File: config.mk
export PLATFORM = sky130hd
export DESIGN_NAME = wb_fifo_flat
export DESIGN_NICKNAME = d
export VERILOG_FILES = /design/src/wb_pkg.sv /design/src/fifo_if.sv /design/src/wb_fifo.sv /design/src/flat_wrapper.sv
export SDC_FILE = /design/constraint.sdc
export NUM_CORES = 1
export LEC_CHECK = 0
export ABC_CLOCK_PERIOD_IN_PS = 14100
export BUFFER_PORTS_ARGS = -buffer_cell sky130_fd_sc_hd__buf_2
export CELL_PAD_IN_SITES_DETAIL_PLACEMENT = 0
export CELL_PAD_IN_SITES_GLOBAL_PLACEMENT = 1
export CORE_ASPECT_RATIO = 0.8
export CORE_MARGIN = 4
export CORE_UTILIZATION = 58
export CTS_CLUSTER_SIZE = 25
export DETAILED_ROUTE_END_ITERATION = 7
export GPL_TIMING_DRIVEN = 1
export HOLD_SLACK_MARGIN = 0.15
export PLACE_DENSITY = 0.83
export SETUP_SLACK_MARGIN = 0.15
export SYNTH_ARGS = -nofsm -noshare
export SYNTH_HDL_FRONTEND = slang
export SYNTH_SLANG_ARGS = --single-unit
export TNS_END_PERCENT = 20
File: constraint.sdc
create_clock -name i_clock -period 14.1 [get_ports i_clock]
set_input_delay 3.525 -clock i_clock [delete_from_list [all_inputs] [get_ports i_clock]]
set_output_delay 3.525 -clock i_clock [all_outputs]
set_load 0.01 [all_outputs]
File: src/wb_pkg.sv
package wb_pkg;

	// Processor and memory bus widths
	localparam int ADDR_W = 32;
	localparam int DATA_W = 32;

	// Posted writes held before they reach the bus
	localparam int WQ_DEPTH = 8;

	// RAM slave geometry, word index taken from address bits 9:2
	localparam int RAM_WORDS = 256;
	localparam int RAM_IDX_W = 8;

	// One queued write, address in the upper half
	typedef struct packed {
		logic [ADDR_W-1:0] addr;
		logic [DATA_W-1:0] data;
	} write_entry_t;

endpackage

File: src/fifo_if.sv
`timescale 1ns/1ns

interface fifo_if;
	import wb_pkg::*;

	// Push side
	logic write;
	write_entry_t wdata;

	// Pop side, rdata shows the oldest entry
	logic read;
	write_entry_t rdata;

	// Occupancy flags
	logic empty;
	logic full;

	modport ctrl (
		output write,
		output wdata,
		output read,
		input rdata,
		input empty,
		input full
	);

	modport queue (
		input write,
		input wdata,
		input read,
		output rdata,
		output empty,
		output full
	);

endinterface

File: src/wb_fifo.sv
`timescale 1ns/1ns

module wb_fifo #(
	parameter int DEPTH = 8
)(
	input logic i_clock,
	input logic i_rst,
	fifo_if.queue q
);
	import wb_pkg::*;

	localparam int PTR_W = (DEPTH > 1) ? $clog2(DEPTH) : 1;
	localparam int CNT_W = $clog2(DEPTH + 1);

	write_entry_t mem [DEPTH];
	logic [PTR_W-1:0] wr_ptr;
	logic [PTR_W-1:0] rd_ptr;
	logic [CNT_W-1:0] count;
	logic push;
	logic pop;

	// Pointer advance with wrap for any depth
	function automatic logic [PTR_W-1:0] next_ptr(input logic [PTR_W-1:0] ptr);
		if (ptr == PTR_W'(DEPTH - 1))
			return '0;
		return ptr + 1'b1;
	endfunction

	assign push = q.write && !q.full;
	assign pop = q.read && !q.empty;

	// Flags come straight from the count
	assign q.empty = (count == '0);
	assign q.full = (count == CNT_W'(DEPTH));

	// First-word fall-through head
	assign q.rdata = mem[rd_ptr];

	always_ff @(posedge i_clock) begin
		if (push)
			mem[wr_ptr] <= q.wdata;
	end

	always_ff @(posedge i_clock) begin
		if (i_rst) begin
			wr_ptr <= '0;
			rd_ptr <= '0;
			count <= '0;
		end else begin
			if (push)
				wr_ptr <= next_ptr(wr_ptr);
			if (pop)
				rd_ptr <= next_ptr(rd_ptr);

			// Simultaneous push and pop leave the count alone
			case ({push, pop})
				2'b10: count <= count + 1'b1;
				2'b01: count <= count - 1'b1;
				default: count <= count;
			endcase
		end
	end

endmodule

File: src/flat_wrapper.sv
// flat-port wrapper written by rule: the top's interface ports become plain ports
module wb_fifo_flat import wb_pkg::*;
#(
	parameter int DEPTH = 8
)
  (i_clock, i_rst, q_write, q_wdata, q_read, q_rdata, q_empty, q_full);
  fifo_if q_i ();
  input logic i_clock;
  input logic i_rst;
  input wire logic [$bits(q_i.write)-1:0] q_write;
  input wire logic [$bits(q_i.wdata)-1:0] q_wdata;
  input wire logic [$bits(q_i.read)-1:0] q_read;
  output wire logic [$bits(q_i.rdata)-1:0] q_rdata;
  output wire logic [$bits(q_i.empty)-1:0] q_empty;
  output wire logic [$bits(q_i.full)-1:0] q_full;
  assign q_i.write = q_write;
  assign q_i.wdata = q_wdata;
  assign q_i.read = q_read;
  assign q_rdata = q_i.rdata;
  assign q_empty = q_i.empty;
  assign q_full = q_i.full;
  wb_fifo #(.DEPTH(DEPTH)) u_core (.i_clock(i_clock), .i_rst(i_rst), .q(q_i));
endmodule
* Word level (Yosys, flattened, before mapping)
Memories as Yosys holds them, arrays and structs flattened. A register that Yosys moved wholly into a read port is not among the register bits. Index checks and enable logic that the tools add are counted.
Cells by class: $add $sub $neg 4, eq/ne operators 5, multiplexer cells 15, reduce and logical (&&, ||, !) cells 6
Operators with widths (number):
- 2-to-1 mux 3 bit | 6
- 2-to-1 mux 1 bit | 8
- one-hot mux 4 bit (2 select lines) | 1
- adder 3 x 1 -> 3 bit (second input constant) | 2
- equality test 3 bit (second input constant) | 2
- adder 4 x 1 -> 4 bit (second input constant) | 1
- equality test 4 bit (second input constant) | 1
- zero test 4 bit | 1
- subtractor 4 x 1 -> 4 bit (second input constant) | 1
- equality test 2 x 1 -> 1 bit (second input constant) | 1
- equality test 2 bit (second input constant) | 1
- logical AND 1 bit | 2
- zero test 1 bit | 2
- nonzero test 2 bit | 1
Word-level totals: register bits 10, memory bits (writable) 512, input bits 68, word-level logic and storage cells 34, memories 1
Memories:
- u_core.mem | words 8, bits a word 64, rd ports 1, clocked after memory_dff 1, write ports 1, line wb_fifo.sv:15 | write_entry_t mem [DEPTH];

* Logic depth before layout (Yosys ltp)
Gate-level depths: netlist (run 1).
depth in word-level cells 8, gate-level depth with buffers 11

* Least setup slack after synthesis (run 1)
OpenSTA, ideal clock, no wires.
path type in2reg, from in q_write, to mem u_core.mem[0][0] (netlist name) (enable), data arrival time 9935 ps, data required time 13456 ps, setup slack 3521 ps, stages 3, path buffers 1, cell sequence a21bo_1 buf_2 nor4_1
On the way: longest elaborated chain between the ends 3
Ends and longest elaborated chain:
- start: declaration | line flat_wrapper.sv:10 | input wire logic [$bits(q_i.write)-1:0] q_write;
- logical AND 1 bit | line wb_fifo.sv:29 | assign push = q.write && !q.full;
- 2-to-1 mux 1 bit | line wb_fifo.sv:40 | if (push)
- 2-to-1 mux 1 bit (implied by the code) | line wb_fifo.sv:41 | mem[wr_ptr] <= q.wdata;
- end: declaration | line wb_fifo.sv:15
Every way passes these cells.

==> results.yml, run 1 <==
floorplan:
  rows: 60
  die-area_um2: 37300
  die_y_um: 174
  ios: 134
  fp.coreArea_um2: 33700
  start_util: 0.590
  die_x_um: 215
hold_path:
  whs_path_depth: 2
  min_from: "u_core.rd_ptr[2]$_SDFFE_PP0N_"
  hp-class: "reg -> reg"
timing:
  drv_slew: 0
  min_period_ns: 6.92
  finClkSkew_ns: 0.00887
  finalHoldViolations: 0
  finalCritPeriodShare: 0.491
  tightest_slew_ns: 1.02
  rsz0062_at_grt: "false"
  fmax_ghz: 0.145
  relSlewSlack: 0.319
  setup_tns_ns: 0
  setup_viol: 0
power_and_ir_drop:
  p_switching_w: 0.000875
  power_density_nw_per_um2: 164
  p_leak_nw: 7.19
  combPwrFrac: 0.174
  power_frac_clock: 0.327
  irDropWorstVdd_uv: 111
  p_seq_frac: 0.498
  switching_share: 0.236
  cellInternalPower_w: 0.00283
clocking:
  post_cts_buffers: 0
  cts_resized: 0
  cts_max_level: 2
  cts-root-buf: "clkbuf_16"
  numCtsBuffers: 49
  cts_tree: "built"
  cts_max_path_buffers: 3
  clock_latency_ns: 0.56
  numClockSinks: 525
  hold_buffers: 0
  path_clk_slew_ns: 0.06
global_route:
  grt_pass1_vias: 9132
  grt_usage: 0.196
  grt_max_degree: 69
  grt_overflow_total: 0
  antenna_found_initial: 4
  grt_pass1_wl_um: 55800
cells_and_area:
  drive_above_1_share: 0.412
  final_core_util: 0.668
  layout_commonest_cell: "edfxtp_1"
  finalNetCount: 1055
  synthToLayoutAreaGrowth_pct: 13.3
  layout_common_cells: "512 x edfxtp_1, 133 x buf_2, 128 x mux4_2"
  fillers: 2133
route:
  vias_per_cell: 5.95
  totalWireLength_um: 35800
  postRouteAntennaNets: 0
  drcViolationCount: 0
  firstDrtPassIters: 7
  vias: 8634
  post_drt_wl_per_cell_um: 24.7
  drt_iter0_drc: 674
setup_path:
  r2r_end: "u_core.mem[3][14]$_DFFE_PP_"
  cp.required_ns: 10.57
  path_max_fanout: 50
  critPathLaunchType: "flip-flop"
  endpoint_kind: "output port"
  worstRegToRegCells: 5
  crit_type: "reg -> out"
  crit_arrival_ns: 3.39
  r2r-start: "u_core.count[1]$_SDFFE_PP0P_"
  rrSetupSlack_ns: 10.99
yosys:
  ys_ff_latch: 525
  avgSynthCellArea_um2: 24.4
  synth_cells: 817
  synth_seq_area_share: 0.786
  yosysWarnings: 0
  syn_area_um2: 19900
  synth_cell_types: 30
  syn-num-nets: 892
status:
  outcome: "finished, final reports clean"
place:
  port_buffers: 133
  routabilityCongestion: 0.720
  hpwl_um: 18800
job:
  maxCapViolations: 0
==> final cells by class <==
cell class | count | area (um^2) | area share
diodes | 3 | 7.51 | 0.000333
clock buffers | 62 | 1320 | 0.0585
clock inverters | 23 | 158 | 0.00700
inverters | 1 | 3.75 | 0.000167
multi-input cells | 253 | 4060 | 0.180
flip-flops and latches | 525 | 15600 | 0.694
well taps | 434 | 543 | 0.0241
repair buffers | 150 | 793 | 0.0352
==> worst max-delay path, cell delays in order (launching register included) <==
cell and delay [ns]:
dfxtp_4 0.83, buf_4 0.86, mux4_2 0.62, mux2_2 0.29
buf_2 0.14
==> registers in the layout, summed over array words and instances (netlist names), named ones only <==
| name | cells |
|---|---|
| u_core.count | 4 |
| u_core.wr_ptr | 3 |
| u_core.mem | 512 |
| u_core.rd_ptr | 3 |
==> per-stage QoR <==
stage	instances	area [um^2]	total power (W)	worst slack [ns]	hold WS (ns)
5_1_grt	1448	22500	0.00388	6.86	0.505
6_report	1451	22500	0.00370	7.18	0.470
3_5_place_dp	1363	21000	0.00254	7.66	0.464
3_3_place_gp	1363	21000	0.00253	7.68	0.464
4_1_cts	1448	22500	0.00375	7.06	0.473
2_1_floorplan	817	19900	0.00237	3.52	0.455
==> synth_stat cells <==
cell | number | area (um^2)
edfxtp_1 | 512 | 15400
mux4_2 | 128 | 2880
mux2_2 | 65 | 732
dfxtp_1 | 13 | 260
buf_6 | 11 | 124
buf_1 | 10 | 37.5
nor2_1 | 10 | 37.5
clkbuf_1 | 9 | 33.8
a21oi_1 | 7 | 35.0
ha_1 | 7 | 87.6
nand2_1 | 6 | 22.5
nor3_1 | 6 | 30.0
buf_2 | 5 | 25.0
buf_4 | 3 | 22.5
nand2b_1 | 3 | 18.8
xor2_1 | 3 | 26.3
mux2i_1 | 2 | 20.0
nor3b_1 | 2 | 15.0
nor4_1 | 2 | 12.5
o21ai_0 | 2 | 10.0
or3_1 | 2 | 12.5
a21bo_1 | 1 | 10.0
a32o_1 | 1 | 10.0
and2_1 | 1 | 6.26
inv_1 | 1 | 3.75
nand3b_1 | 1 | 7.51
nor2b_1 | 1 | 6.26
o22ai_1 | 1 | 6.26
o41ai_2 | 1 | 16.3
or3b_1 | 1 | 8.76
==> power groups by stage <==
stage / Combinational [W] / Clock (W) / Sequential, W
final: 0.000646 / 0.00121 / 0.00185
after global routing: 0.000703 / 0.00132 / 0.00186
after CTS: 0.000662 / 0.00124 / 0.00185
after detailed placement: 0.000659 / 0 / 0.00188
after global placement: 0.000654 / 0 / 0.00188
after floorplan: 0.000525 / 0 / 0.00184
==> metal layers <==
layer  global-route usage  wire length, um  up-vias
met1                0.278            15400     4548
met4               0.0440              621        8
met3               0.0457             2010       59
li1                     -                -     3812
met5                    0               57        -
met2                0.320            17700      207
==> worst max path at each step <==
stage,from,to,slack (ns),cells after the start
global route,flip-flop,q_rdata[13],6.86,4
global placement,flip-flop,q_rdata[4],7.68,4
finish,flip-flop,q_rdata[4],7.18,4
detailed placement,flip-flop,q_rdata[11],7.66,4
CTS,flip-flop,q_rdata[12],7.06,4
floorplan,q_write,u_core.mem[0][0]$_DFFE_PP_,3.52,3
==> logic make-up after synthesis <==
| logic type | count (synthesis) | synth area share |
|---|---|---|
| flops | 525 | 0.786 |
| mux | 195 | 0.183 |
| buf+inv | 39 | 0.0124 |
| simple gates | 35 | 0.00893 |
| compound gates | 13 | 0.00440 |
| fa+ha+maj | 7 | 0.00440 |
| xor+xnor | 3 | 0.00132 |
(Power assumes the default switching activity.)
==> run 2: changes to the inputs <==
ABC_CLOCK_PERIOD_IN_PS = 6370   (was 14100)
CORE_UTILIZATION = 53   (was 58)
PLACE_DENSITY = 0.76   (was 0.83)
clock period = 6.37 ns   (was 14.1 ns; I/O delays follow)
==> results.yml, run 2 (synthesized netlist as in run 1, its figures left out) <==
floorplan:
  fp.coreArea_um2: 37000
  start_util: 0.537
  die-area_um2: 40700
  rows: 63
  die_y_um: 181
  die_x_um: 225
  ios: 134
global_route:
  grt_usage: 0.183
  grt_overflow_total: 0
  antenna_found_initial: 6
  grt_max_degree: 77
  grt_pass1_vias: 9259
  grt_pass1_wl_um: 56400
timing:
  drv_slew: 0
  rsz0062_at_grt: "false"
  min_period_ns: 4.55
  relSlewSlack: 0.240
  setup_viol: 0
  fmax_ghz: 0.220
  finClkSkew_ns: 0.0140
  finalCritPeriodShare: 0.714
  tightest_slew_ns: 1.14
  finalHoldViolations: 0
setup_path:
  path_cells: "buf_4, mux4_2, mux2_2, buf_2"
  critPathLaunchType: "flip-flop"
  cp_top_family: "flip-flops"
  endpoint_kind: "output port"
  crit_arrival_ns: 2.95
  cp.required_ns: 4.78
  worst_path_max_delay_cell: "dfxtp_4"
  r2r-start: "u_core.count[1]$_SDFFE_PP0P_"
  path_max_fanout: 43
  crit_type: "reg -> out"
  slowest_delay_ns: 0.95
  critPathBufInv: 2
cells_and_area:
  layout_common_cells: "512 x edfxtp_1, 133 x buf_2, 128 x mux4_2"
  largestRegisters: "u_core.mem (512), u_core.count (4)"
  largest_reg_flops: 512
  final_core_util: 0.614
  layout_commonest_cell: "edfxtp_1"
  drive_above_1_share: 0.419
  synthToLayoutAreaGrowth_pct: 14.4
  largest-register: "u_core.mem"
  finalNonFillerCells: 1508
  finalNetCount: 1058
power_and_ir_drop:
  p_leak_nw: 7.26
  irDropWorstVdd_uv: 351
  power_density_nw_per_um2: 367
clocking:
  cts_max_path_buffers: 3
  cts_max_level: 2
  cts_tree: "built"
  post_cts_buffers: 0
  numCtsBuffers: 50
  clock_latency_ns: 0.56
  hold_buffers: 0
  cts-root-buf: "clkbuf_16"
  numClockSinks: 525
  cts_resized: 0
  path_clk_slew_ns: 0.06
job:
  maxCapViolations: 0
place:
  dp_cells: 1418
  routabilityCongestion: 0.709
  port_buffers: 133
  hpwl_um: 19600
route:
  vias: 8759
  totalWireLength_um: 36700
  drt_iter0_drc: 697
  vias_per_cell: 5.81
  postRouteAntennaNets: 0
  drcViolationCount: 0
  firstDrtPassIters: 5
  post_drt_wl_per_cell_um: 24.3
hold_path:
  hp-class: "reg -> reg"
  min_from: "u_core.rd_ptr[2]$_SDFFE_PP0N_"
status:
  outcome: "finished, final reports clean"
-- run 2: cell types whose count changed in the layout (fill, tap and decap cells not counted), sizes merged --
cell / before / now
diode: 3 / 1
clkinvlp: 1 / 2
buf: 150 / 152
clkinv: 19 / 20
bufinv: 2 / 4
-- run 2: area by class of cell --
cell class,instances,area [um^2]
diodes,1,2.50
repair buffers,152,871
clock buffers,62,1320
multi-input cells,253,4070
clock inverters,27,241
well taps,487,609
fillers,2590,14300
inverters,1,3.75
flip-flops and latches,525,15600
-- run 2: through the flow --
stage,worst slack [ns],hold WS [ns],power [W],instance area [um^2],TNS [ns]
2_1_floorplan,-0.544,0.455,0.00523,19900,-121.93
3_3_place_gp,2.30,0.480,0.00563,21200,0
3_5_place_dp,2.29,0.486,0.00565,21200,0
4_1_cts,1.68,0.496,0.00848,22800,0
5_1_grt,1.55,0.528,0.00875,22800,0
6_report,1.82,0.487,0.00836,22800,0
-- run 2: path summary, 6_finish.rpt --
kind                                 to  slack (ns)  cells past startpoint
min                           flip-flop        0.49                      2
max                         q_rdata[28]        1.82                      4
max reg2reg  u_core.mem[2][5]$_DFFE_PP_        3.52                      5
min reg2reg                   flip-flop        0.49                      2
-- run 2: power breakdown --
part           switching [W]  total, W  internal (W)
Clock                0.00120   0.00282       0.00163
Sequential          0.000151   0.00410       0.00395
Combinational       0.000643   0.00144      0.000794
-- run 2: tightest hold or removal path: stages, from the launching register on --
cell and delay [ns]:
dfxtp_1 0.31, nand2_1 0.05, a21oi_1 0.07
-- run 2: metal layers --
metal  global-route usage  up-vias  routed length, um
met5                    0        -                 53
met4               0.0387       10                533
met3               0.0445       59               2220
met2                0.307      205              18600
met1                0.250     4658              15300
li1                     -     3827                  -
==> run 3: changes to the inputs <==
ABC_CLOCK_PERIOD_IN_PS = 3700   (was 6370)
CORE_UTILIZATION = 48   (was 53)
PLACE_DENSITY = 0.73   (was 0.76)
clock period = 3.7 ns   (was 6.37 ns; I/O delays follow)
==> results.yml, run 3 (synthesized netlist as in run 1, its figures left out) <==
status:
  outcome: "finished, final reports clean"
setup_path:
  worstRegToRegCells: 9
  cp.required_ns: 2.77
  r2r-start: "u_core.count[0]$_SDFFE_PP0P_"
  crit_type: "reg -> out"
  slowest_delay_ns: 0.58
  path_cells: "buf_4, mux4_2, mux2_2, buf_2"
  rrSetupSlack_ns: 1.00
  cp_top_family: "multiplexers"
  critPathLaunchType: "flip-flop"
  critPathBufInv: 2
  worst_path_max_delay_cell: "mux4_2"
  cp.depth: 4
  path_max_fanout: 27
  endpoint_kind: "output port"
  endpoint: "q_rdata[10]"
  crit_arrival_ns: 2.46
  r2r_end: "u_core.count[2]$_SDFFE_PP0P_"
timing:
  tightest_slew_ns: 0.697
  finalHoldViolations: 0
  relSlewSlack: 0.535
  fmax_ghz: 0.296
  finClkSkew_ns: 0.0143
  setup_tns_ns: 0
  rsz0062_at_grt: "false"
  min_period_ns: 3.38
  drv_slew: 0
  finalCritPeriodShare: 0.914
  setup_viol: 0
clocking:
  cts_tree: "built"
  cts_max_path_buffers: 3
  hold_buffers: 0
  cts-root-buf: "clkbuf_16"
  numClockSinks: 525
  post_cts_buffers: 0
  clock_latency_ns: 0.57
  cts_max_level: 2
  cts_resized: 0
  numCtsBuffers: 51
  path_clk_slew_ns: 0.06
cells_and_area:
  largest-register: "u_core.mem"
  layout_common_cells: "512 x edfxtp_1, 133 x buf_2, 128 x mux4_2"
  fillers: 2996
  regArea_um2: 15600
  finalNetCount: 1065
  final_core_util: 0.568
  drive_above_1_share: 0.428
  finalNonFillerCells: 1575
  synthToLayoutAreaGrowth_pct: 16.4
  n_antenna_cell: 0
  largestRegisters: "u_core.mem (512), u_core.count (4)"
  multi_input_area_um2: 4100
  largest_reg_flops: 512
  layout_commonest_cell: "edfxtp_1"
place:
  hpwl_um: 20200
  port_buffers: 133
  routabilityCongestion: 0.690
  dp_cells: 1481
route:
  postRouteAntennaNets: 0
  vias_per_cell: 5.58
  drt_iter0_drc: 612
  firstDrtPassIters: 4
  post_drt_wl_per_cell_um: 23.9
  totalWireLength_um: 37700
  vias: 8788
  drcViolationCount: 0
global_route:
  grt_overflow_total: 0
  grt-busiest-layer: "met2"
  grt_pass1_wl_um: 57300
  grt_util_met2: 0.282
  use_met3: 0.0393
  grt_usage: 0.169
  antenna_found_initial: 6
  grt_pass1_vias: 9232
  grt_use_met1: 0.233
  grt_max_degree: 65
floorplan:
  die_x_um: 236
  die_y_um: 190
  fp.coreArea_um2: 40800
  rows: 66
  ios: 134
  start_util: 0.488
  die-area_um2: 44800
power_and_ir_drop:
  p_leak_nw: 7.38
  irDropWorstVdd_uv: 349
  total_power_w: 0.0148
  power_density_nw_per_um2: 639
job:
  maxCapViolations: 0
hold_path:
  hp-class: "reg -> reg"
## run 3: power by group
part / switching, W / internal (W) / leakage, nW
clock: 0.00213 / 0.00309 / 0.839
combinational: 0.00127 / 0.00138 / 1.78
sequential: 0.000134 / 0.00680 / 4.76
## run 3: metal layers
| metal | vias to the layer above | part of all wire |
|---|---|---|
| met5 | - | 0.0019 |
| met1 | 4670 | 0.43 |
| li1 | 3850 | - |
| met3 | 62 | 0.053 |
| met4 | 12 | 0.016 |
| met2 | 194 | 0.50 |
## run 3: worst reg2reg max path: stages, from the launching register on
cell and delay [ns]:
dfxtp_1 0.39, o41ai_2 0.71, inv_1 0.19, ha_1 0.30, xor2_1 0.17, ha_1 0.19
a21oi_1 0.15, xor2_1 0.09, or3_1 0.31, a21oi_1 0.14
## run 3: layout make-up
class / count / share of cell area
timing repair buffer: 158 / 0.0444
clock inverter: 37 / 0.0173
inverter: 1 / 0.000162
clock buffer: 57 / 0.0561
multi-input combinational: 253 / 0.177
sequential: 525 / 0.676
tap: 544 / 0.0294
## run 3: per-stage QoR
stage	instance area [um^2]	hold WS (ns)	setup slack [ns]
after floorplan	19900	0.455	-0.567
after global placement	21500	0.472	0.738
after detailed placement	21500	0.466	0.724
after CTS	23200	0.485	0.231
after global routing	23200	0.532	0.162
final	23200	0.479	0.320
## run 3: how the worst min path moves through the flow
stage / end / from / slack, ns / depth (start not counted)
3_5_place_dp: flip-flop / u_core.rd_ptr[2]$_SDFFE_PP0N_ / 0.47 / 2
3_3_place_gp: flip-flop / u_core.rd_ptr[2]$_SDFFE_PP0N_ / 0.47 / 2
2_1_floorplan: flip-flop / u_core.rd_ptr[2]$_SDFFE_PP0N_ / 0.45 / 2
6_report: flip-flop / u_core.rd_ptr[2]$_SDFFE_PP0N_ / 0.48 / 2
4_1_cts: flip-flop / u_core.rd_ptr[2]$_SDFFE_PP0N_ / 0.48 / 2
5_1_grt: flip-flop / u_core.rd_ptr[2]$_SDFFE_PP0N_ / 0.53 / 2
