--- src/wb_pkg.sv ---
package wb_pkg;

	// Processor and memory bus widths
	localparam int ADDR_W = 32;
	localparam int DATA_W = 32;

	// Posted writes held before they reach the bus
	localparam int WQ_DEPTH = 8;

	// RAM slave geometry, word index taken from address bits 9:2
	localparam int RAM_WORDS = 256;
	localparam int RAM_IDX_W = 8;

	// One queued write, address in the upper half
	typedef struct packed {
		logic [ADDR_W-1:0] addr;
		logic [DATA_W-1:0] data;
	} write_entry_t;

endpackage

--- src/fifo_if.sv ---
`timescale 1ns/1ns

interface fifo_if;
	import wb_pkg::*;

	// Push side
	logic write;
	write_entry_t wdata;

	// Pop side, rdata shows the oldest entry
	logic read;
	write_entry_t rdata;

	// Occupancy flags
	logic empty;
	logic full;

	modport ctrl (
		output write,
		output wdata,
		output read,
		input rdata,
		input empty,
		input full
	);

	modport queue (
		input write,
		input wdata,
		input read,
		output rdata,
		output empty,
		output full
	);

endinterface

--- src/mem_bus_if.sv ---
`timescale 1ns/1ns

interface mem_bus_if;
	import wb_pkg::*;

	// Held by the master until ready
	logic request;
	logic rw;
	logic [ADDR_W-1:0] address;
	logic [DATA_W-1:0] wdata;

	// One-cycle completion pulse and read word
	logic ready;
	logic [DATA_W-1:0] rdata;

	modport master (
		output request,
		output rw,
		output address,
		output wdata,
		input ready,
		input rdata
	);

	modport slave (
		input request,
		input rw,
		input address,
		input wdata,
		output ready,
		output rdata
	);

endinterface

--- src/write_buffer.sv ---
`timescale 1ns/1ns

module write_buffer #(
	parameter bit STALL_READ = 1'b1
)(
	input logic i_clock,
	input logic i_rst,

	// Processor side
	input logic i_request,
	input logic i_rw,
	input logic [wb_pkg::ADDR_W-1:0] i_address,
	input logic [wb_pkg::DATA_W-1:0] i_wdata,
	output logic o_ready,
	output logic [wb_pkg::DATA_W-1:0] o_rdata,

	// Queue status
	output logic o_empty,

	fifo_if.ctrl wq,
	mem_bus_if.master bus
);
	import wb_pkg::*;

	typedef enum logic [1:0] {
		ST_IDLE,
		ST_READ,
		ST_DRAIN
	} state_t;

	state_t state;
	state_t next_state;
	write_entry_t drain_q;
	logic load_drain;
	logic stall_read;

	// Reads wait behind pending writes so they see the newest data
	assign stall_read = STALL_READ && !wq.empty;
	assign o_empty = wq.empty;

	always_ff @(posedge i_clock) begin
		if (i_rst)
			state <= ST_IDLE;
		else
			state <= next_state;
	end

	// Entry being written out is held while the bus stalls
	always_ff @(posedge i_clock) begin
		if (load_drain)
			drain_q <= wq.rdata;
	end

	always_comb begin
		next_state = state;
		load_drain = 1'b0;

		wq.write = 1'b0;
		wq.wdata = '0;
		wq.read = 1'b0;

		bus.request = 1'b0;
		bus.rw = 1'b0;
		bus.address = '0;
		bus.wdata = '0;

		o_ready = 1'b0;
		o_rdata = '0;

		case (state)
			ST_IDLE: begin
				if (i_request && i_rw && !wq.full) begin
					// Posted write is acknowledged as soon as it is queued
					wq.write = 1'b1;
					wq.wdata.addr = i_address;
					wq.wdata.data = i_wdata;
					o_ready = 1'b1;
				end else if (i_request && !i_rw && !stall_read) begin
					// Read goes straight out on the bus
					bus.request = 1'b1;
					bus.address = i_address;
					next_state = ST_READ;
				end else if (!wq.empty) begin
					// Nothing to serve so the head starts going out now
					wq.read = 1'b1;
					load_drain = 1'b1;
					bus.request = 1'b1;
					bus.rw = 1'b1;
					bus.address = wq.rdata.addr;
					bus.wdata = wq.rdata.data;
					next_state = ST_DRAIN;
				end
			end

			ST_READ: begin
				bus.request = 1'b1;
				bus.address = i_address;
				o_ready = bus.ready;
				if (bus.ready) begin
					o_rdata = bus.rdata;
					next_state = ST_IDLE;
				end
			end

			ST_DRAIN: begin
				// Same entry as the pop cycle so the bus sees stable values
				bus.request = 1'b1;
				bus.rw = 1'b1;
				bus.address = drain_q.addr;
				bus.wdata = drain_q.data;
				if (bus.ready)
					next_state = ST_IDLE;
			end

			default: begin
				next_state = ST_IDLE;
			end
		endcase
	end

endmodule
--- src/flat_wrapper.sv ---
// flat-port wrapper written by rule: the top's interface ports become plain ports
module write_buffer_flat import wb_pkg::*;
#(
	parameter bit STALL_READ = 1'b1
)
  (i_clock, i_rst, i_request, i_rw, i_address, i_wdata, o_ready, o_rdata, o_empty, wq_write, wq_wdata, wq_read, wq_rdata, wq_empty, wq_full, bus_request, bus_rw, bus_address, bus_wdata, bus_ready, bus_rdata);
  fifo_if wq_i ();
  mem_bus_if bus_i ();
  input logic i_clock;
  input logic i_rst;
  input logic i_request;
  input logic i_rw;
  input logic [wb_pkg::ADDR_W-1:0] i_address;
  input logic [wb_pkg::DATA_W-1:0] i_wdata;
  output logic o_ready;
  output logic [wb_pkg::DATA_W-1:0] o_rdata;
  output logic o_empty;
  output wire logic [$bits(wq_i.write)-1:0] wq_write;
  output wire logic [$bits(wq_i.wdata)-1:0] wq_wdata;
  output wire logic [$bits(wq_i.read)-1:0] wq_read;
  input wire logic [$bits(wq_i.rdata)-1:0] wq_rdata;
  input wire logic [$bits(wq_i.empty)-1:0] wq_empty;
  input wire logic [$bits(wq_i.full)-1:0] wq_full;
  output wire logic [$bits(bus_i.request)-1:0] bus_request;
  output wire logic [$bits(bus_i.rw)-1:0] bus_rw;
  output wire logic [$bits(bus_i.address)-1:0] bus_address;
  output wire logic [$bits(bus_i.wdata)-1:0] bus_wdata;
  input wire logic [$bits(bus_i.ready)-1:0] bus_ready;
  input wire logic [$bits(bus_i.rdata)-1:0] bus_rdata;
  assign wq_write = wq_i.write;
  assign wq_wdata = wq_i.wdata;
  assign wq_read = wq_i.read;
  assign wq_i.rdata = wq_rdata;
  assign wq_i.empty = wq_empty;
  assign wq_i.full = wq_full;
  assign bus_request = bus_i.request;
  assign bus_rw = bus_i.rw;
  assign bus_address = bus_i.address;
  assign bus_wdata = bus_i.wdata;
  assign bus_i.ready = bus_ready;
  assign bus_i.rdata = bus_rdata;
  write_buffer #(.STALL_READ(STALL_READ)) u_core (.i_clock(i_clock), .i_rst(i_rst), .i_request(i_request), .i_rw(i_rw), .i_address(i_address), .i_wdata(i_wdata), .o_ready(o_ready), .o_rdata(o_rdata), .o_empty(o_empty), .wq(wq_i), .bus(bus_i));
endmodule
--- config.mk ---
export PLATFORM = sky130hd
export DESIGN_NAME = write_buffer_flat
export DESIGN_NICKNAME = d
export VERILOG_FILES = /design/src/wb_pkg.sv /design/src/fifo_if.sv /design/src/mem_bus_if.sv /design/src/write_buffer.sv /design/src/flat_wrapper.sv
export SDC_FILE = /design/constraint.sdc
export NUM_CORES = 1
export LEC_CHECK = 0
export BUFFER_PORTS_ARGS = -buffer_cell sky130_fd_sc_hd__buf_2
export CORE_AREA = 3 3 128 130
export CTS_CLUSTER_DIAMETER = 40
export DETAILED_ROUTE_END_ITERATION = 16
export DIE_AREA = 0 0 131 133
export MAX_ROUTING_LAYER = met4
export PLACE_DENSITY = 0.56
export RECOVER_POWER = 25
export SYNTH_ARGS = -nofsm -noshare
export SYNTH_HDL_FRONTEND = slang
export SYNTH_SLANG_ARGS = --single-unit
--- constraint.sdc ---
create_clock -name i_clock -period 3.3 [get_ports i_clock]
set_clock_uncertainty 0.1 [all_clocks]
set_input_delay 0.165 -clock i_clock [delete_from_list [all_inputs] [get_ports i_clock]]
set_output_delay 0.165 -clock i_clock [all_outputs]
set_load 0.01 [all_outputs]
* After elaboration in Yosys (flattened, before gate mapping)
Index checks and enable logic that the tools add are counted.
** Storage, ports and cells
- Bits in registers :: 66
- Input bits :: 167
- Output and inout port bits :: 166
- Word-level logic and storage cells :: 45
** Operators by class
- Equal/unequal tests :: 5
- Mux-type cells :: 28
- Reductions and logical operators :: 9
** Operators with widths (count)
- $mux W32 :: 8
- $mux W64 :: 2
- $pmux W32 S3 :: 1
- $pmux W32 S2 :: 1
- $mux W1 :: 8
- $mux W2 :: 4
- $pmux W1 S2 :: 3
- $logic_and A1 B1 Y1 :: 4
- $pmux W2 S2 :: 1
- $ne A3 B2 Y1 const B :: 1
- $reduce_and A3 Y1 :: 1
- $eq A2 B1 Y1 const B :: 1
- $eq A2 B2 Y1 const B :: 1
- $logic_not A1 Y1 :: 2
- $logic_not A2 Y1 :: 1
- $ne A2 B1 Y1 const B :: 1
- $ne A2 B2 Y1 const B :: 1
- $reduce_or A2 Y1 :: 1

* Logic depth before layout (Yosys ltp)
Gate-level depths: netlist of the first run.
- Word-level depth :: 6
- Gate-level depth with buffers :: 6

* Least setup slack after synthesis of the first run
OpenSTA, ideal clock, no wires.
- Path type :: register -> output
- From :: register u_core.state[0]
- To :: output bus_wdata[10]
- Arrival :: 1.754 ns
- Required time :: 3.035 ns
- Setup slack :: 1.281 ns
- Cell stages (with the launch flop) :: 7
- Path buffers :: 2
- Cells stage by stage :: dfxtp_1 inv_1 ha_1 nor3b_2 buf_4 buf_6 a22o_1
** Between the ends
- Cells in the longest elaborated chain, start to end :: 2
- Elaborated cells between the ends (all ways) :: 3
- Those cells by class :: 1 x eq/ne; 1 x mux; 1 x reduce/logical
** Ends and longest elaborated chain
- start, declared :: line write_buffer.sv:31 : state_t state;
- start signal, assigned :: line write_buffer.sv:45 : state <= next_state;
- $eq A2 B2 Y1 or $logic_not A2 Y1 (tied branches) :: line write_buffer.sv:70 : case (state)
- $pmux W32 S2 * :: line write_buffer.sv:70
- end, declared :: line flat_wrapper.sv:27 : output wire logic [$bits(bus_i.wdata)-1:0] bus_wdata;
Mark *: on every way between the ends. The rest lies on a longest branch, timed or not.

* Final worst setup path of the first run
- From :: register u_core.state[0]
- To :: output bus_address[25]
** Between the ends
- Cells in the longest elaborated chain, start to end :: 2
- Elaborated cells between the ends (all ways) :: 4
- Those cells by class :: 2 x eq/ne; 1 x mux; 1 x reduce/logical
** Ends and longest elaborated chain
- $eq A2 B2 Y1 (tied with other cells) :: line write_buffer.sv:70
- $pmux W32 S3 * :: line write_buffer.sv:70
- end, declared :: line flat_wrapper.sv:26 : output wire logic [$bits(bus_i.address)-1:0] bus_address;
Marked as above.

==> results.cfg, run 1 <==
[outcome]
status = finished clean

[critical_path]
start_kind = flip-flop
crit_path_end_kind = primary output
worstPathRequired_ns = 3.03
cp_max_fo = 63
cp.arrival_ns = 2.56
critPathKind = reg2out

[detailed_routing]
wl_met3_um = 1085
via_per_inst = 4.785
drt_iter0_markers = 276
dr_wl_met2_um = 8222
first_pass_iters = 5
wl_per_cell_um = 16.96
top_layer = met4
via_count = 4393
drt-met1-wl_um = 6038
wirelength_um = 15570
antenna_left = 0
drc_errors = 0

[die]
row_count = 45
die_h_um = 133
die_x_um = 131
io_pins = 333
core_area_um2 = 15260
die-area_um2 = 17420
start_util_pct = 24.08

[timing]
min_period_ns = 2.821
period_share_pct = 85.50
finalSetupViolations = 0
setup_slack_ns = 0.4786
fmax_mhz = 354.4
relSlewSlack_pct = 26.33
maxSlewViolCount = 0
rsz0062_at_grt = no
worst_slew_pin_slew_ns = 1.105
hold_viol_final = 0
fin_hold_ws_ns = 0.1103
tns_ns = 0

[logic_synthesis]
yosysWarnings = 0
synth-seq-cells = 66
yosys_most_used_dff = edfxtp_1
yosysTopAreaCell = edfxtp_1
synth_edf_count = 64
seq_area_frac_synth_pct = 53.39
synth_area_leaders = edfxtp_1 52%, and3_1 16%, a222oi_1 8.7%
async_flop_share_pct = 0
ys_types = 28
synth_area_um2 = 3675
netlist_instances = 327
avgSynthCellArea_um2 = 11.24
yosysTopAreaCellShare_pct = 52.30
syn-num-nets = 498

[cells_and_area]
drive_gt1_share_pct = 43.77
mostFrequentLayoutCell = buf_2
layout.nets = 872
final_area_um2 = 6431
fillers = 1523
mostFrequentLayoutCells = 280 x buf_2, 96 x and3_1, 65 x dlygate4sd3_1, 64 x edfxtp_1, 51 x clkbuf_1
syn_to_final_growth_pct = 75.01

[place]
dp_hpwl_um = 11220
place_congestion = 0.8411
dpl-instance-area_um2 = 5489
pre_cts_ws_ns = 1.017
port_buffers = 332

[cts]
cts_buffers = 9
cts_root_buf = clkbuf_16
path_clk_slew_ns = 0.06
cts_tree = built
clock-sinks = 66
h-tree-depth = 3
clkLatencyLatePin_ns = 0.33
post_cts_resized = 0
clock_path_buffers = 2

[global_routing]
antenna_found_initial = 1
grt_max_degree = 70
grt_pass1_vias = 4302
grtUsageTotal_pct = 17.22
grt_pass1_wl_um = 22780
gr-total-overflow = 0

[pwr]
p_leak_nw = 3.433
vdd_drop_max_mv = 0.2565
power.density_nw_per_um2 = 455.4

[job]
drv_cap = 0

[hold_path]
min_path_type = in2reg
flip-flops by register name (all words and copies together), names as in the netlist:
| register | cells |
|---|---|
| u_core.drain_q | 64 |
| u_core.state | 2 |
through the flow:
step / utilization [%] / instances / total power [mW]
after floorplan: - / 327 / 1.394
after global placement: 35.97 / 836 / 1.707
after detailed placement: 35.97 / 836 / 1.716
after CTS: 42.63 / 917 / 2.979
after global routing: 42.15 / 918 / 3.066
final: 42.15 / 918 / 2.929
layout make-up:
| type | count | area (um^2) | area share (%) |
|---|---|---|---|
| Timing Repair Buffer | 405 | 2322 | 36.11 |
| Sequential cell | 66 | 1962 | 30.51 |
| Multi-Input combinational cell | 217 | 1508 | 23.44 |
| Tap cell | 211 | 264.0 | 4.105 |
| Clock buffer | 10 | 229.0 | 3.560 |
| Clock inverter | 6 | 136.4 | 2.121 |
| Inverter | 2 | 7.507 | 0.1167 |
| Antenna cell | 1 | 2.502 | 0.03891 |
worst max-delay path: stages, from the launching register on:
cell and delay [ns]:
dfxtp_1 0.35, inv_1 0.10, ha_1 0.19, nor3b_1 0.42, buf_4 0.63, a222oi_1 0.21, nor2_1 0.14, buf_2 0.14
cells by family after synthesis:
| kind of cell | synth area share, % |
|---|---|
| AOI/OAI and AO/OA | 17.84 |
| adders and majority gates | 1.362 |
| buffers and inverters | 5.550 |
| DFF | 53.39 |
| and+or+nand+nor | 21.86 |
path summary, 6_finish.rpt:
kind,startpoint,to,slack (ns),cells after the start
min reg2reg,u_core.state[0],u_core.state[0],0.44,2
min,i_rw,u_core.state[0],0.11,4
max reg2reg,u_core.state[0],u_core.drain_q[56],1.10,4
max,u_core.state[0],bus_address[25],0.48,7
power breakdown:
| group | internal, mW | switching, mW |
|---|---|---|
| Sequential | 1.00 | 0.0197 |
| Clock | 0.817 | 0.365 |
| Combinational | 0.331 | 0.395 |
| Total | 2.15 | 0.779 |
cells in the mapped netlist, types with 2 or more instances:
| library cell | number |
|---|---|
| a21oi_1 | 2 |
| a222oi_1 | 32 |
| a22o_1 | 32 |
| and3_1 | 96 |
| buf_1 | 2 |
| buf_2 | 7 |
| buf_4 | 2 |
| buf_6 | 3 |
| clkbuf_1 | 28 |
| dfxtp_1 | 2 |
| edfxtp_1 | 64 |
| ha_1 | 4 |
| inv_1 | 2 |
| nand2b_1 | 2 |
| nor2_1 | 34 |
| nor2b_1 | 3 |
metal layers:
metal	track usage (%)	vias to the layer above
met3	3.593	20
met4	4.857	0
met1	19.48	2064
li1	-	2073
met2	30.30	236
met5	-	-
repair_timing:
action                    4_1_cts  5_1_grt
setup buffers                   0        0
hold buffers                   65        0
hold endpoints to repair       66        0
(Power assumes the default switching activity.)
==> run 2: changes to the inputs <==
clock period = 3.65 ns   (was 3.3 ns; I/O delays follow)
==> run 2 against run 1 <==
  * Utilization fell by 0.30 points
  * Sequential cell count did not move
  * Die area unchanged
  * Wire length rose by 1.1%
  * Combinational power is 10% lower
  * Critical path depth did not move
  * Critical path type unchanged
  * Critical endpoint is now bus_address[17]
  * Highest routed layer unchanged
==> results.cfg, run 2 (same netlist as run 1, synthesis figures left out) <==
[outcome]
status = finished clean

[hold_path]
min_from = i_rw
whs_path_depth = 4
whs_endpoint = u_core.state[0]
min_path_type = in2reg

[global_routing]
grtUsageTotal_pct = 17.60
antenna_found_initial = 0
grt_pass1_vias = 4312
grt_max_degree = 69
gr-total-overflow = 0
grt_pass1_wl_um = 23160

[cells_and_area]
drive_gt1_share_pct = 41.68
syn_to_final_growth_pct = 73.75
largest_reg_flops = 64
layout.nets = 869
diodes = 0
regMostFlops = u_core.drain_q
mostFrequentLayoutCells = 268 x buf_2, 96 x and3_1, 65 x clkbuf_1, 65 x dlygate4sd3_1, 64 x edfxtp_1
finish.utilization_pct = 41.85
reg_top3 = u_core.drain_q (64), u_core.state (2)
layoutNonFillerInstCount = 914
final_area_um2 = 6385
mostFrequentLayoutCell = buf_2

[cts]
clkLatencyLatePin_ns = 0.33
path_clk_slew_ns = 0.06
cts_buffers = 9
h-tree-depth = 3
clock-sinks = 66
cts_hold_buffers = 65
post_cts_buffers = 0
post_cts_resized = 0
clock_path_buffers = 2
cts_tree = built
cts_root_buf = clkbuf_16

[pwr]
p_leak_nw = 3.368
vdd_drop_max_mv = 0.2628
p_total_mw = 2.647
power.density_nw_per_um2 = 414.5

[detailed_routing]
drt_iter0_markers = 300
first_pass_iters = 6
drc_errors = 0
antenna_left = 0
wl_per_cell_um = 17.23
wirelength_um = 15750
via_count = 4389
via_per_inst = 4.802

[critical_path]
critPathSlowestCell = buf_4
start_kind = flip-flop
cp.arrival_ns = 2.71
timing.rr.end = u_core.state[0]
critPathKind = reg2out
slowest_delay_ns = 0.61
crit_chain = inv_1 > ha_1 > nor3b_4 > buf_4 > a222oi_1 > nor2_1 > buf_2
reg2reg_slack_ns = 1.30
crit_path_end_kind = primary output
crit_start = u_core.state[0]
crit_buf_inv = 3
cp_max_fo = 68
r2r_cells = 5
worstReg2RegStart = u_core.state[0]
worstPathRequired_ns = 3.37
path_delay_family = buffers and inverters

[place]
placedCellCount = 833
pre_cts_ws_ns = 1.011
dp_hpwl_um = 11220
dpl-instance-area_um2 = 5454
place_congestion = 0.8533
port_buffers = 332

[timing]
maxSlewViolCount = 0
hold_viol_final = 0
fmax_mhz = 333.9
rsz0062_at_grt = no
finalSetupViolations = 0
period_share_pct = 82.04
worst_slew_pin_slew_ns = 1.284
min_period_ns = 2.995
relSlewSlack_pct = 14.39
tns_ns = 0
setup_slack_ns = 0.6554
fin_hold_ws_ns = 0.1285

[die]
die_x_um = 131
die-area_um2 = 17420
start_util_pct = 24.08
die_h_um = 133
row_count = 45
io_pins = 333
core_area_um2 = 15260

[job]
drv_cap = 0
run 2: worst max path at each step:
stage                            to  depth (start not counted)
floorplan             bus_wdata[10]                          6
global placement    bus_address[31]                          6
detailed placement  bus_address[31]                          5
CTS                 bus_address[31]                          5
global route        bus_address[31]                          6
finish              bus_address[17]                          7
run 2: worst min-delay path: stages:
cell     delay, ns
buf_2         0.10
nor2b_1       0.05
nand4_1       0.09
a31oi_1       0.09
run 2: power by group:
part           internal, mW  switching, mW  leakage [nW]
Clock                 0.739          0.335         0.173
Sequential            0.905         0.0166         0.626
Combinational         0.293          0.358          2.57
Total                  1.94          0.710          3.37
run 2: routing by layer:
metal  up-vias  routed length, um  GRT usage, %
li1       2058                  -             -
met1      2105               6302         20.05
met2       210               8254         30.70
met3        16                935         3.835
met4         0                259         4.971
met5         -                  0             -
run 2: final cells by class:
type,instances,area (um^2)
fillers,1509,8874
repair buffers,402,2267
flip-flops and latches,66,1962
multi-input cells,217,1519
well taps,211,264.0
clock buffers,10,229.0
clock inverters,6,136.4
inverters,2,7.507
==> run 3: changes to the inputs <==
CORE_AREA = 3 3 129 131   (was 3 3 128 130)
DIE_AREA = 0 0 132 134   (was 0 0 131 133)
PLACE_DENSITY = 0.58   (was 0.56)
clock period = 2.75 ns   (was 3.65 ns; I/O delays follow)
==> run 3 against run 2 <==
  * Utilization shrank 0.92 points
  * Largest power group unchanged
  * Via count is 1.3% higher
  * Global-route usage is 0.32 points lower
  * Clock-buffer cell count unchanged
==> results.cfg, run 3 (same netlist as run 1, synthesis figures left out) <==
[cts]
clock-sinks = 66
h-tree-depth = 3
cts_buffers = 9
post_cts_resized = 0
clock_path_buffers = 2
cts_tree = built
cts_root_buf = clkbuf_16
clkLatencyLatePin_ns = 0.34
path_clk_slew_ns = 0.06

[detailed_routing]
via_per_inst = 4.824
wirelength_um = 15730
antenna_left = 0
wl_per_cell_um = 17.06
drc_errors = 0
drt_iter0_markers = 311
via_count = 4448
first_pass_iters = 6

[pwr]
intPower_mw = 2.404
p_leak_nw = 3.410
p_sw_share_pct = 27.99
p_total_mw = 3.339
power.density_nw_per_um2 = 519.2
p_seq_share_pct = 36.7
pwr-share-clk_pct = 37.0
vdd_drop_max_mv = 0.2701
power_switching_mw = 0.9344
comb_power_share_pct = 26.4

[cells_and_area]
mostFrequentLayoutCells = 275 x buf_2, 96 x and3_1, 65 x dlygate4sd3_1, 64 x edfxtp_1, 56 x clkbuf_1
syn_to_final_growth_pct = 74.97
diodes = 0
mostFrequentLayoutCell = buf_2
largest_reg_flops = 64
final_area_um2 = 6430
layout.nets = 872
reg_top3 = u_core.drain_q (64), u_core.state (2)
drive_gt1_share_pct = 43.06
fillers = 1587
regMostFlops = u_core.drain_q

[outcome]
status = finished clean

[place]
port_buffers = 332
dp_hpwl_um = 11450
dpl-instance-area_um2 = 5533
place_congestion = 0.9017

[critical_path]
critPathKind = reg2out
crit_chain = inv_1 > ha_1 > a31o_2 > a222oi_1 > nor2_1 > buf_2
worstPathRequired_ns = 2.51
crit_buf_inv = 2
crit_path_end_kind = primary output
path_delay_family = compound AO/OA/AOI/OAI gates
start_kind = flip-flop
cp_max_fo = 32
slowest_delay_ns = 0.68
cp.arrival_ns = 2.20
critPathSlowestCell = a31o_2

[global_routing]
grt_pass1_wl_um = 23770
grt_pass1_vias = 4407
grtUsageTotal_pct = 17.28
antenna_found_initial = 0
gr-total-overflow = 0
grt_max_degree = 70

[timing]
period_share_pct = 88.68
tns_ns = 0
rsz0062_at_grt = no
maxSlewViolCount = 0
hold_viol_final = 0
worst_slew_pin_slew_ns = 0.7804
fin_hold_ws_ns = 0.06042
fmax_mhz = 410.0
min_period_ns = 2.439
finalSetupViolations = 0
relSlewSlack_pct = 47.97

[die]
core_area_um2 = 15710
start_util_pct = 23.39
die-area_um2 = 17690
row_count = 46
io_pins = 333
die_x_um = 132
die_h_um = 134

[hold_path]
min_path_type = in2reg

[job]
drv_cap = 0
run 3: layout make-up:
class / instances / area, um^2 / share of cell area, %
Clock buffer: 10 / 229.0 / 3.561
Clock inverter: 6 / 90.09 / 1.401
Inverter: 2 / 7.507 / 0.1168
Multi-Input combinational cell: 217 / 1519 / 23.62
Sequential cell: 66 / 1962 / 30.51
Tap cell: 216 / 270.3 / 4.203
Timing Repair Buffer: 405 / 2352 / 36.58
run 3: power by group through the flow:
stage | combinational [mW] | sequential [mW] | clock (mW)
floorplan | 0.437 | 1.24 | 0
global placement | 0.808 | 1.24 | 0
detailed placement | 0.820 | 1.24 | 0
CTS | 0.895 | 1.22 | 1.28
global route | 0.959 | 1.23 | 1.32
finish | 0.880 | 1.22 | 1.23
run 3: layer usage:
metal	part of all wire, %	GRT usage, %	vias up
li1	-	-	2068
met1	41	19.80	2129
met2	50	29.59	232
met3	6.6	3.788	19
met4	2.0	6.826	0
met5	0	-	-
run 3: final timing paths:
path / slack (ns) / start / depth (start not counted) / to
hold reg to reg: 0.45 / u_core.state[0] / 2 / u_core.state[0]
hold / removal: 0.06 / i_rw / 4 / u_core.state[0]
setup / recovery: 0.31 / u_core.state[0] / 6 / bus_address[0]
setup reg to reg: 0.97 / u_core.state[0] / 4 / u_core.drain_q[0]
run 3: repair_timing:
item / in CTS / in global routing
hold buffers: 65 / 0
buffers inserted: 0 / 0
setup endpoints to repair: 0 / 0
endpoints found under the hold margin: 66 / 0
run 3: worst reg2reg max path, stage by stage (launching register included):
cell and delay, ns:
dfxtp_1 0.35, inv_1 0.11, ha_1 0.19, nor3b_4 0.31, buf_12 0.30
run 3: through the flow:
| stage | util (%) | setup WS, ns | cells |
|---|---|---|---|
| after floorplan | - | 0.7582 | 327 |
| after global placement | 35.21 | 0.7730 | 841 |
| after detailed placement | 35.21 | 0.6897 | 841 |
| after CTS | 41.38 | 0.3052 | 922 |
| after global routing | 40.92 | 0.1770 | 922 |
| final | 40.92 | 0.3113 | 922 |
